**src/design/esp_link_pkg.sv**
```systemverilog
package esp_link_pkg;

  // command byte sent by the ESP as the first byte of a message
  typedef enum logic [7:0] {
    get_cookie       = 8'd0,
    get_version      = 8'd15,
    get_printer_byte = 8'd16,
    abus_read        = 8'd18,
    set_led          = 8'd26,
    get_config       = 8'd27
  } cmd_t;

  // fixed id so the ESP can tell the card is alive
  localparam logic [7:0] COOKIE = 8'haf;

  // firmware version, packed major:minor into one reply byte
  localparam logic [2:0] VERSION_MAJOR = 3'd0;
  localparam logic [4:0] VERSION_MINOR = 5'd3;

  // status leds
  // red is the lsb, so set_led param bits 2:0 map straight on
  typedef struct packed {
    logic blue;
    logic green;
    logic red;
  } led_t;

endpackage

```
**src/design/z80_bus_pkg.sv**
```systemverilog
package z80_bus_pkg;

  // z80 bus as seen by the card, strobes active low
  typedef struct packed {
    logic [15:0] addr;
    logic [7:0]  data;
    logic        rd_n;   // memory read
    logic        wr_n;   // memory write
    logic        in_n;   // io read
    logic        out_n;  // io write
  } z80_bus_t;

  // trs-io port, in and out
  localparam logic [7:0] TRS_IO_PORT = 8'd31;

  // frehd uses ports 0xc0..0xcf, only the high nibble is checked
  localparam logic [3:0] FREHD_PORT_HI = 4'hc;

  // memory mapped printer data register
  localparam logic [15:0] PRINTER_ADDR = 16'h37e8;

  // code on esp_s telling the ESP what the z80 is doing
  typedef enum logic [3:0] {
    trs_io_in  = 4'd0,
    trs_io_out = 4'd1,
    frehd_in   = 4'd2,
    frehd_out  = 4'd3,
    printer_wr = 4'd4,
    idle       = 4'd15
  } esp_status_t;

endpackage

```
**src/design/esp_cmd_parser.sv**
```systemverilog
`timescale 1ns/1ns

module esp_cmd_parser (
  input  logic                clk,
  input  logic                rst,
  input  logic [7:0]          rx_byte,
  input  logic                rx_valid,
  input  logic                tx_busy,    // port still sending a reply
  output esp_link_pkg::cmd_t  cmd,
  output logic [7:0]          param,
  output logic                action,
  output logic                reply_arm,
  output logic                rx_enable
);

  import esp_link_pkg::*;

  typedef enum logic {
    idle,
    read_param
  } state_t;

  state_t state;

  always_ff @(posedge clk) begin
    if (rst) begin
      state     <= idle;
      cmd       <= get_cookie;
      action    <= 1'b0;
      reply_arm <= 1'b0;
    end else begin
      action    <= 1'b0;  // single cycle strobes
      reply_arm <= 1'b0;
      if (rx_valid) begin
        case (state)
          idle: begin
            case (rx_byte)
              get_cookie, get_version, get_printer_byte, abus_read, get_config: begin
                cmd       <= cmd_t'(rx_byte);
                action    <= 1'b1;  // regs pick the reply
                reply_arm <= 1'b1;  // port sends it next byte
              end
              set_led: begin
                cmd   <= set_led;
                state <= read_param;  // one param byte follows
              end
              default: ;  // unknown codes ignored
            endcase
          end
          read_param: begin
            action <= 1'b1;
            state  <= idle;
          end
        endcase
      end
    end
  end

  // param byte latched alongside the action strobe
  always_ff @(posedge clk) begin
    if (rx_valid && state == read_param) param <= rx_byte;
  end

  // hold off parsing from arm until the last reply bit is out
  assign rx_enable = !(reply_arm || tx_busy);

endmodule

```
**src/design/esp_regs.sv**
```systemverilog
`timescale 1ns/1ns

module esp_regs (
  input  logic               clk,
  input  logic               rst,
  input  esp_link_pkg::cmd_t cmd,
  input  logic [7:0]         param,
  input  logic               action,
  input  logic [3:0]         conf,          // config switches
  input  logic [7:0]         printer_byte,  // last byte the z80 printed
  input  logic [7:0]         abus_low,      // low addr byte of last access
  output esp_link_pkg::led_t leds,
  output logic [7:0]         tx_byte
);

  import esp_link_pkg::*;

  logic [7:0] reply_sel;

  // reply value per command
  always_comb begin
    case (cmd)
      get_cookie:       reply_sel = COOKIE;
      get_version:      reply_sel = {VERSION_MAJOR, VERSION_MINOR};
      get_printer_byte: reply_sel = printer_byte;
      abus_read:        reply_sel = abus_low;
      get_config:       reply_sel = {4'b0000, conf};
      default:          reply_sel = 8'h00;
    endcase
  end

  // snapshot at action time, stable while the port shifts it out
  always_ff @(posedge clk) begin
    if (action) tx_byte <= reply_sel;
  end

  always_ff @(posedge clk) begin
    if (rst) begin
      leds <= '0;  // all off
    end else if (action && cmd == set_led) begin
      leds <= led_t'(param[2:0]);  // bit0 red, bit1 green, bit2 blue
    end
  end

endmodule

```
**src/design/spi_byte_port.sv**
```systemverilog
`timescale 1ns/1ns

module spi_byte_port (
  input  logic       clk,
  input  logic       rst,
  input  logic       sck,
  input  logic       cs_n,
  input  logic       mosi,
  input  logic       rx_enable,  // low while a reply goes out
  input  logic       reply_arm,  // load tx_byte on next falling sck
  input  logic [7:0] tx_byte,
  output logic       miso,
  output logic [7:0] rx_byte,
  output logic       rx_valid,
  output logic       tx_busy
);

  logic [2:0] sck_sync;  // 2 sync stages + 1 for edge detect
  logic [1:0] cs_sync;
  logic [1:0] mosi_sync;
  logic       cs_active;
  logic       sck_rise;
  logic       sck_fall;
  logic [2:0] bit_cnt;   // rx bit position within byte
  logic       armed;     // reply waiting for its falling edge
  logic [3:0] tx_cnt;    // reply bits still on the wire
  logic [7:0] tx_shift;

  always_ff @(posedge clk) begin
    if (rst) begin
      sck_sync <= '0;
      cs_sync  <= '1;  // deselected
    end else begin
      sck_sync <= {sck_sync[1:0], sck};
      cs_sync  <= {cs_sync[0], cs_n};
    end
  end

  always_ff @(posedge clk) mosi_sync <= {mosi_sync[0], mosi};

  assign cs_active = ~cs_sync[1];
  assign sck_rise  = sck_sync[1] & ~sck_sync[2];
  assign sck_fall  = ~sck_sync[1] & sck_sync[2];

  // mode 0, msb first, sample on rising sck
  always_ff @(posedge clk) begin
    if (rst) begin
      bit_cnt  <= '0;
      rx_valid <= 1'b0;
    end else begin
      rx_valid <= 1'b0;
      if (!cs_active) begin
        bit_cnt <= '0;  // realign on every frame
      end else if (sck_rise) begin
        bit_cnt  <= bit_cnt + 3'd1;
        rx_valid <= (bit_cnt == 3'd7) && rx_enable;  // dummy bytes dropped
      end
    end
  end

  always_ff @(posedge clk) begin
    if (cs_active && sck_rise) rx_byte <= {rx_byte[6:0], mosi_sync[1]};
  end

  // reply: load on the first falling edge after arm, then 7 more shifts
  always_ff @(posedge clk) begin
    if (rst || !cs_active) begin
      armed  <= 1'b0;
      tx_cnt <= '0;
    end else begin
      if (reply_arm) armed <= 1'b1;
      if (sck_fall) begin
        if (armed) begin
          armed  <= 1'b0;
          tx_cnt <= 4'd8;
        end else if (tx_cnt != 4'd0) begin
          tx_cnt <= tx_cnt - 4'd1;  // reaches 0 after lsb was sampled
        end
      end
    end
  end

  always_ff @(posedge clk) begin
    if (cs_active && sck_fall) begin
      if (armed) tx_shift <= tx_byte;
      else tx_shift <= {tx_shift[6:0], 1'b0};
    end
  end

  assign tx_busy = armed || (tx_cnt != 4'd0);
  assign miso    = cs_active && (tx_cnt != 4'd0) && tx_shift[7];  // 0 when idle

endmodule

```
**src/design/trs_io_top.sv**
```systemverilog
`timescale 1ns/1ns

module trs_io_top #(
  parameter int REQ_PULSE_CYCLES = 50
) (
  input  logic                      clk,
  input  logic                      rst,
  input  z80_bus_pkg::z80_bus_t     bus,
  input  logic                      sck,
  input  logic                      cs_n,
  input  logic                      mosi,
  input  logic                      esp_done,
  input  logic [3:0]                conf,
  output logic                      miso,
  output logic                      esp_req,
  output z80_bus_pkg::esp_status_t  esp_s,
  output logic                      z80_wait,
  output esp_link_pkg::led_t        leds
);

  import esp_link_pkg::*;

  logic [7:0] rx_byte;
  logic       rx_valid;
  logic       rx_enable;
  logic       reply_arm;
  logic       tx_busy;
  logic [7:0] tx_byte;
  cmd_t       cmd;
  logic [7:0] param;
  logic       action;
  logic [7:0] printer_byte;
  logic [7:0] abus_low;

  spi_byte_port i_spi_byte_port (
    .clk, .rst, .sck, .cs_n, .mosi, .rx_enable, .reply_arm, .tx_byte,
    .miso, .rx_byte, .rx_valid, .tx_busy
  );

  esp_cmd_parser i_esp_cmd_parser (
    .clk, .rst, .rx_byte, .rx_valid, .tx_busy,
    .cmd, .param, .action, .reply_arm, .rx_enable
  );

  esp_regs i_esp_regs (
    .clk, .rst, .cmd, .param, .action, .conf, .printer_byte, .abus_low,
    .leds, .tx_byte
  );

  z80_io_decoder #(
    .REQ_PULSE_CYCLES(REQ_PULSE_CYCLES)
  ) i_z80_io_decoder (
    .clk, .rst, .bus, .esp_done,
    .esp_req, .z80_wait, .esp_s, .printer_byte, .abus_low
  );

endmodule

```
**src/design/z80_io_decoder.sv**
```systemverilog
`timescale 1ns/1ns

module z80_io_decoder #(
  parameter int REQ_PULSE_CYCLES = 50  // esp_req width in clk cycles
) (
  input  logic                      clk,
  input  logic                      rst,
  input  z80_bus_pkg::z80_bus_t     bus,
  input  logic                      esp_done,
  output logic                      esp_req,
  output logic                      z80_wait,
  output z80_bus_pkg::esp_status_t  esp_s,
  output logic [7:0]                printer_byte,
  output logic [7:0]                abus_low
);

  import z80_bus_pkg::*;

  localparam int CNT_W = $clog2(REQ_PULSE_CYCLES + 1);

  z80_bus_t   bus_q;         // sampled bus
  logic       access;
  logic       access_q;
  logic       access_edge;
  logic       sel_trs_io_in;
  logic       sel_trs_io_out;
  logic       sel_frehd_in;
  logic       sel_frehd_out;
  logic       sel_printer;
  logic       esp_sel;
  logic [2:0] done_sync;
  logic       done_rise;
  logic       printer_busy;
  logic [CNT_W-1:0] req_cnt;

  always_ff @(posedge clk) bus_q <= bus;

  assign access = !(bus_q.rd_n && bus_q.wr_n && bus_q.in_n && bus_q.out_n);

  always_ff @(posedge clk) begin
    if (rst) access_q <= 1'b0;
    else access_q <= access;
  end

  assign access_edge = access && !access_q;  // start of any strobe

  // selects, valid while the strobe is held
  assign sel_trs_io_in  = (bus_q.addr[7:0] == TRS_IO_PORT) && !bus_q.in_n;
  assign sel_trs_io_out = (bus_q.addr[7:0] == TRS_IO_PORT) && !bus_q.out_n;
  assign sel_frehd_in   = (bus_q.addr[7:4] == FREHD_PORT_HI) && !bus_q.in_n;
  assign sel_frehd_out  = (bus_q.addr[7:4] == FREHD_PORT_HI) && !bus_q.out_n;
  assign sel_printer    = (bus_q.addr == PRINTER_ADDR) && !bus_q.wr_n;
  assign esp_sel = sel_trs_io_in || sel_trs_io_out || sel_frehd_in || sel_frehd_out ||
                   sel_printer;

  // done comes from the ESP clock domain
  always_ff @(posedge clk) begin
    if (rst) done_sync <= '0;
    else done_sync <= {done_sync[1:0], esp_done};
  end

  assign done_rise = done_sync[1] && !done_sync[2];

  always_ff @(posedge clk) begin
    if (rst) begin
      esp_req      <= 1'b0;
      req_cnt      <= '0;
      z80_wait     <= 1'b0;
      printer_busy <= 1'b0;
      printer_byte <= 8'h00;
    end else begin
      if (access_edge && esp_sel) begin
        esp_req <= 1'b1;  // new access restarts the pulse
        req_cnt <= CNT_W'(REQ_PULSE_CYCLES);
        if (sel_printer) begin
          printer_busy <= 1'b1;  // no wait, the byte is buffered
          printer_byte <= bus_q.data;
        end else begin
          z80_wait <= 1'b1;  // stall z80 until ESP answers
        end
      end else begin
        if (req_cnt == CNT_W'(1)) esp_req <= 1'b0;
        if (req_cnt != '0) req_cnt <= req_cnt - CNT_W'(1);
        if (done_rise) begin
          z80_wait     <= 1'b0;
          printer_busy <= 1'b0;
        end
      end
    end
  end

  always_ff @(posedge clk) begin
    if (access_edge) abus_low <= bus_q.addr[7:0];
  end

  // port strobes win over a pending printer byte
  always_comb begin
    if (sel_trs_io_in) esp_s = trs_io_in;
    else if (sel_trs_io_out) esp_s = trs_io_out;
    else if (sel_frehd_in) esp_s = frehd_in;
    else if (sel_frehd_out) esp_s = frehd_out;
    else if (printer_busy) esp_s = printer_wr;
    else esp_s = idle;
  end

endmodule

```
**config.mk**
```make
export PLATFORM = sky130hd
export DESIGN_NAME = trs_io_top
export DESIGN_NICKNAME = d
export VERILOG_FILES = /design/src/design/esp_link_pkg.sv /design/src/design/z80_bus_pkg.sv /design/src/design/esp_cmd_parser.sv /design/src/design/esp_regs.sv /design/src/design/spi_byte_port.sv /design/src/design/trs_io_top.sv /design/src/design/z80_io_decoder.sv
export SDC_FILE = /design/constraint.sdc
export NUM_CORES = 1
export LEC_CHECK = 0
export BUFFER_PORTS_ARGS = -buffer_cell sky130_fd_sc_hd__buf_2
export CAP_MARGIN = 40
export CELL_PAD_IN_SITES_DETAIL_PLACEMENT = 0
export CELL_PAD_IN_SITES_GLOBAL_PLACEMENT = 1
export CORE_UTILIZATION = 40
export CTS_CLUSTER_SIZE = 20
export DETAILED_ROUTE_END_ITERATION = 16
export PLACE_DENSITY_LB_ADDON = 0.12
export SLEW_MARGIN = 30
export SYNTH_ARGS = -nofsm -noshare
export SYNTH_HDL_FRONTEND = slang
export SYNTH_SLANG_ARGS = --single-unit
```
**constraint.sdc**
```tcl
create_clock -name clk -period 1.5 [get_ports clk]
set_input_delay 0.3 -clock clk [delete_from_list [all_inputs] [get_ports clk]]
set_output_delay 0.3 -clock clk [all_outputs]
set_load 0.01 [all_outputs]
```
==> impl_metrics.tcl, run 1 <==
set metrics [dict create \
    status "finished with violations" \
    violations "setup timing" \
    drt-vias-per-instance 4.79 \
    r2r_cells 4 \
    syn_inst 353 \
    finalHoldViolCount 0 \
    place.gp.congestion 0.770 \
    grt_max_degree 45 \
    utilization 0.606 \
    numClockSinks 114 \
    tightest_slew_ns 0.515 \
    dpl_cell_area_um2 5010 \
    dp.cells 576 \
    detailedPlace.worstSlack_ns -0.145 \
    arrival_ns 1.80 \
    final_common_cell "dfxtp_1" \
    synth_cell_type_count 55 \
    syn-num-nets 397 \
    start_util 0.409 \
    critical_path.max_fanout 4 \
    r2r-start "i_esp_cmd_parser.cmd[2]$_SDFFE_PP0P_" \
    hold-path-endpoint "i_esp_regs.tx_byte[0]$_DFFE_PP_" \
    final_cells 649 \
    postRouteAntennaNets 0 \
    track_usage 0.182 \
    row_count 37 \
    tns_ns -3.81 \
    cts_buffer_depth 2 \
    end_kind "output port" \
    layout_common_cells "68 x dfxtp_1, 53 x buf_4, 45 x buf_2" \
    nets 544 \
    worstSetupStartpointType "flip-flop" \
    required_ns 1.20 \
    hpwl_um 5770 \
    syn_avg_cell_area_um2 11.9 \
    ir_drop_mv 0.962 \
    crit_type "flip-flop to output port" \
    drc 0 \
    fill_cells 852 \
    coreArea_um2 10300 \
    synthFlopType "dfxtp_1" \
    cts_buffers 17 \
    cts_tree "built" \
    finalMaxSlewViolations 0 \
    fmax_mhz 476 \
    grt_antenna_before_repair 0 \
    ios 48 \
    min_period_over_period 1.40 \
    root_buffer "clkbuf_8" \
    wl_um 8990 \
    drive_above_1_share 0.405 \
    power_density_nw_per_um2 1270 \
    grt_pass1_vias 3258 \
    setup_viol_count_final 24 \
    maxCapViolCount 0 \
    portBuffers 47 \
    hold_ws_ns 0.102 \
    yosysSeqAreaShare 0.626 \
    grt_first_pass_wirelength_um 15300 \
    reg2reg_to "i_esp_regs.tx_byte[2]$_DFFE_PP_" \
    r2r_slack_ns -0.17 \
    p_total_mw 7.88 \
    leakagePower_nw 2.44 \
    insertedDiodeCount 0 \
    skew_ns 0.00463 \
    grt_remaining_overflow 0 \
    ys_ff_latch 114 \
    area_growth_pct 48.1 \
    wire_per_inst_um 13.8 \
    period_needed_ns 2.10 \
    setup_ws_ns -0.603 \
    clkLatencyLatePin_ns 0.51 \
    synth_edf_count 35 \
    die_h_um 105 \
    path_clk_slew_ns 0.05 \
    slew-limit-headroom 0.656 \
    drt_iter0_drc 120 \
    worstHoldPathType "primary input to flip-flop" \
    die_area_um2 10900 \
    hold_depth 2 \
    finalInstanceArea_um2 6220 \
    holdCritStartpoint "conf[0]" \
    die_w_um 105 \
    cts-htree-levels 4 \
    vias 3110 \
    rsz0062_at_grt "true" \
    async_flop_share 0 \
    synth_area_um2 4200 \
    crit_start "i_z80_io_decoder.bus_q[18]$_DFF_P_" \
    ys_warn_count 0 \
    dr.pass1.iters 4 \
]
## routing by layer
metal	vias up	track usage	routed length, um
met1	1463	0.216	4160
met4	0	0.0918	142
met3	13	0.0495	266
li1	1582	-	-
met2	52	0.301	4420
met5	-	0	0
## state kept, by name, indices dropped and copies added (netlist names), 2 cells and up
signal                         count
i_z80_io_decoder.bus_q            28
i_esp_cmd_parser.cmd               8
i_spi_byte_port.mosi_sync          2
i_spi_byte_port.sck_sync           3
i_esp_regs.tx_byte                 8
i_spi_byte_port.tx_cnt             4
i_spi_byte_port.cs_sync            2
i_z80_io_decoder.req_cnt           6
i_spi_byte_port.rx_byte            8
i_spi_byte_port.bit_cnt            3
i_z80_io_decoder.printer_byte      8
i_spi_byte_port.tx_shift           8
i_esp_regs.leds                    3
i_esp_cmd_parser.param             3
i_z80_io_decoder.abus_low          8
i_z80_io_decoder.done_sync         3
## repair_timing
action,4_1_cts,5_1_grt
hold endpoints to repair,32,0
resized for setup,22,42
hold buffers,32,0
pin swaps,10,29
setup endpoints to repair,36,38
buffers inserted,7,4
## critical path: stages, from the launching register on
cell and delay [ns]:
dfxtp_2 0.33, nor4b_4 0.32, a21oi_2 0.13, or2_4 0.26
nor2b_4 0.13, buf_6 0.12
## cell usage after synthesis, types with 3 or more instances
| cell type | count | area, um2 |
|---|---|---|
| dfxtp_1 | 79 | 1580 |
| edfxtp_1 | 35 | 1050 |
| a21oi_1 | 19 | 95.1 |
| nand2b_1 | 17 | 106 |
| nand2_1 | 16 | 60.1 |
| nor2_1 | 16 | 60.1 |
| inv_1 | 13 | 48.8 |
| mux2i_1 | 13 | 130 |
| nand3_1 | 12 | 60.1 |
| nor2b_1 | 12 | 75.1 |
| nor3_1 | 12 | 60.1 |
| clkbuf_1 | 10 | 37.5 |
| o21ai_0 | 9 | 45.0 |
| mux2_2 | 7 | 78.8 |
| ha_1 | 6 | 75.1 |
| a31oi_1 | 5 | 31.3 |
| nor3b_1 | 5 | 37.5 |
| nor4_1 | 5 | 31.3 |
| a221o_1 | 4 | 40.0 |
| o21ai_1 | 4 | 20.0 |
| or2_2 | 4 | 25.0 |
| and2_1 | 3 | 18.8 |
| o21a_1 | 3 | 22.5 |
| xnor2_1 | 3 | 26.3 |
## area by class of cell
type	instances	area (um2)	area share
Tap cell	136	170	0.0273
Inverter	13	48.8	0.00784
Clock buffer	25	537	0.0862
Multi-Input combinational cell	213	1700	0.274
Timing Repair Buffer	141	1080	0.173
Sequential cell	114	2650	0.426
Clock inverter	7	40.0	0.00643
## power breakdown
group | switching [mW] | leakage, nW | internal, mW
Sequential | 0.110 | 0.964 | 3.31
Combinational | 0.325 | 1.19 | 0.402
Clock | 1.30 | 0.291 | 2.43
## worst max path at each step
stage	to
after floorplan	i_esp_regs.tx_byte[2]$_DFFE_PP_
after global placement	i_esp_regs.tx_byte[2]$_DFFE_PP_
after detailed placement	i_esp_cmd_parser.cmd[2]$_SDFFE_PP0P_
after CTS	esp_s[3]
after global routing	esp_s[3]
final	esp_s[3]
## kinds of logic (layout without fill, tap and decap cells)
group           count (synthesis)  count (layout)  share of synthesized area
flops                         114             114                      0.626
compound gates                 57              57                     0.0932
fa+ha+maj                       6               6                     0.0179
simple gates                  126             126                      0.181
xor+xnor                        4               4                    0.00834
buf+inv                        26             186                     0.0238
mux                            20              20                     0.0497
Note: power is estimated with default switching activity, not from simulation.
==> inputs of run 2 (changes only) <==
--- a/config.mk
+++ b/config.mk
@@ -5,13 +5,13 @@
 export SDC_FILE = /design/constraint.sdc
 export NUM_CORES = 1
 export LEC_CHECK = 0
-export BUFFER_PORTS_ARGS = -buffer_cell sky130_fd_sc_hd__buf_2
 export CAP_MARGIN = 40
 export CELL_PAD_IN_SITES_DETAIL_PLACEMENT = 0
 export CELL_PAD_IN_SITES_GLOBAL_PLACEMENT = 1
 export CORE_UTILIZATION = 40
 export CTS_CLUSTER_SIZE = 20
 export DETAILED_ROUTE_END_ITERATION = 16
+export DONT_BUFFER_PORTS = 1
 export PLACE_DENSITY_LB_ADDON = 0.12
 export SLEW_MARGIN = 30
 export SYNTH_ARGS = -nofsm -noshare
==> impl_metrics.tcl, run 2 (synthesis gave the netlist of run 1 again) <==
set metrics [dict create \
    wire_per_inst_um 14.2 \
    worstPathCellList "nor4b_4 -> a21oi_2 -> or2_4 -> nor2b_2" \
    place.gp.congestion 0.791 \
    grt_first_pass_wirelength_um 14500 \
    maxCapViolCount 0 \
    nets 502 \
    end_kind "output port" \
    finalMaxSlewViolations 0 \
    finalHoldViolCount 0 \
    top_register "i_z80_io_decoder.bus_q" \
    cpPeakStageDelay_ns 0.33 \
    worstSetupStartpointType "flip-flop" \
    dpl_cell_area_um2 4780 \
    finalInstanceArea_um2 5900 \
    drt_iter0_drc 112 \
    ir_drop_mv 0.908 \
    status "finished with violations" \
    drt-vias-per-instance 4.88 \
    start_util 0.409 \
    insertedDiodeCount 0 \
    power_density_nw_per_um2 1280 \
    grt_max_degree 45 \
    portBuffers 0 \
    leakagePower_nw 2.21 \
    cts_buffers 17 \
    slew-limit-headroom 0.709 \
    required_ns 1.20 \
    coreArea_um2 10300 \
    final_common_cell "dfxtp_1" \
    dr.pass1.iters 4 \
    drive_above_1_share 0.301 \
    path_clk_slew_ns 0.06 \
    clkLatencyLatePin_ns 0.51 \
    violations "setup timing" \
    hpwl_um 5630 \
    crit_type "flip-flop to output port" \
    die_area_um2 10900 \
    grt_pass1_vias 3100 \
    area_growth_pct 40.5 \
    fmax_mhz 490 \
    row_count 37 \
    slowest_stage "dfxtp_2" \
    cts_tree "built" \
    grt_remaining_overflow 0 \
    postRouteAntennaNets 0 \
    dp.cells 529 \
    die_h_um 105 \
    ios 48 \
    layout_common_cells "71 x dfxtp_1, 54 x buf_4, 36 x dlygate4sd3_1" \
    root_buffer "clkbuf_8" \
    numClockSinks 114 \
    min_period_over_period 1.36 \
    setup_viol_count_final 30 \
    drc 0 \
    cts-htree-levels 4 \
    skew_ns 0.00701 \
    worstHoldPathType "primary input to flip-flop" \
    rsz0062_at_grt "true" \
    grt_antenna_before_repair 0 \
    fill_cells 867 \
    wl_um 8620 \
    vias 2965 \
    critical_path.max_fanout 6 \
    arrival_ns 1.74 \
    cts_buffer_depth 2 \
    utilization 0.574 \
    track_usage 0.176 \
    final_cells 607 \
    die_w_um 105 \
    period_needed_ns 2.04 \
    setup_ws_ns -0.542 \
    largest_reg_flops 28 \
    tightest_slew_ns 0.436 \
]
-- run 2: changes by cell type in the layout (fill, tap and decap cells not counted), sizes merged --
cell         delta
inv             +1
dlygate4sd3     +4
clkinv          +3
buf            -46
clkinvlp        +1
clkbuf          -5
-- run 2: worst paths after layout --
check | depth (start not counted) | slack (ns) | start | end
max | 4 | -0.54 | i_z80_io_decoder.bus_q[18]$_DFF_P_ | esp_s[3]
min | 2 | 0.08 | rst | i_esp_regs.leds[2]$_SDFFE_PP0P_
max reg2reg | 4 | -0.19 | i_esp_cmd_parser.cmd[2]$_SDFFE_PP0P_ | i_esp_regs.tx_byte[2]$_DFFE_PP_
min reg2reg | 0 | 0.32 | i_spi_byte_port.mosi_sync[0]$_DFF_P_ | i_spi_byte_port.mosi_sync[1]$_DFF_P_
-- run 2: power by group --
| group | total (mW) | switching, mW | internal (mW) |
|---|---|---|---|
| clock network | 3.52 | 1.40 | 2.12 |
| logic | 0.648 | 0.292 | 0.356 |
| registers | 3.42 | 0.108 | 3.31 |
-- run 2: cell type report --
class / count / area [um2] / share of cell area
inverters: 13 / 48.8 / 0.00827
clock inverters: 12 / 81.3 / 0.0138
clock buffers: 20 / 447 / 0.0757
multi-input cells: 213 / 1640 / 0.277
well taps: 136 / 170 / 0.0288
repair buffers: 99 / 878 / 0.149
flip-flops and latches: 114 / 2640 / 0.448
-- run 2: metrics by stage --
step / hold WS, ns / TNS, ns / total power [mW] / setup WS [ns]
floorplan: 0.310 / -0.737 / 3.88 / -0.122
global placement: 0.313 / -1.77 / 4.02 / -0.130
detailed placement: 0.318 / -3.11 / 4.03 / -0.166
CTS: 0.0606 / -4.99 / 7.66 / -0.586
global route: 0.0761 / -7.29 / 7.90 / -0.639
finish: 0.0817 / -4.58 / 7.58 / -0.542
-- run 2: per-layer routing --
layer  GRT usage  vias to the layer above  share of wire
met5           0                        -              0
met4      0.0929                        0          0.015
met3      0.0639                        8          0.041
met2       0.285                       42           0.50
met1       0.202                     1421           0.45
li1            -                     1494              -
-- run 2: worst max-delay path, delay by kind of cell (launching register included) --
family	cells	cell delay [ns]
AOI/OAI and AO/OA	1	0.14
DFF	1	0.33
and+or+nand+nor	3	0.75
-- run 2: timing repair --
action / 4_1_cts / 5_1_grt
setup buffers: 7 / 1
setup endpoints to repair: 36 / 39
pin swaps: 9 / 6
gates cloned: 1 / 0
resized for setup: 20 / 18
hold endpoints to repair: 73 / 0
hold buffers: 37 / 0
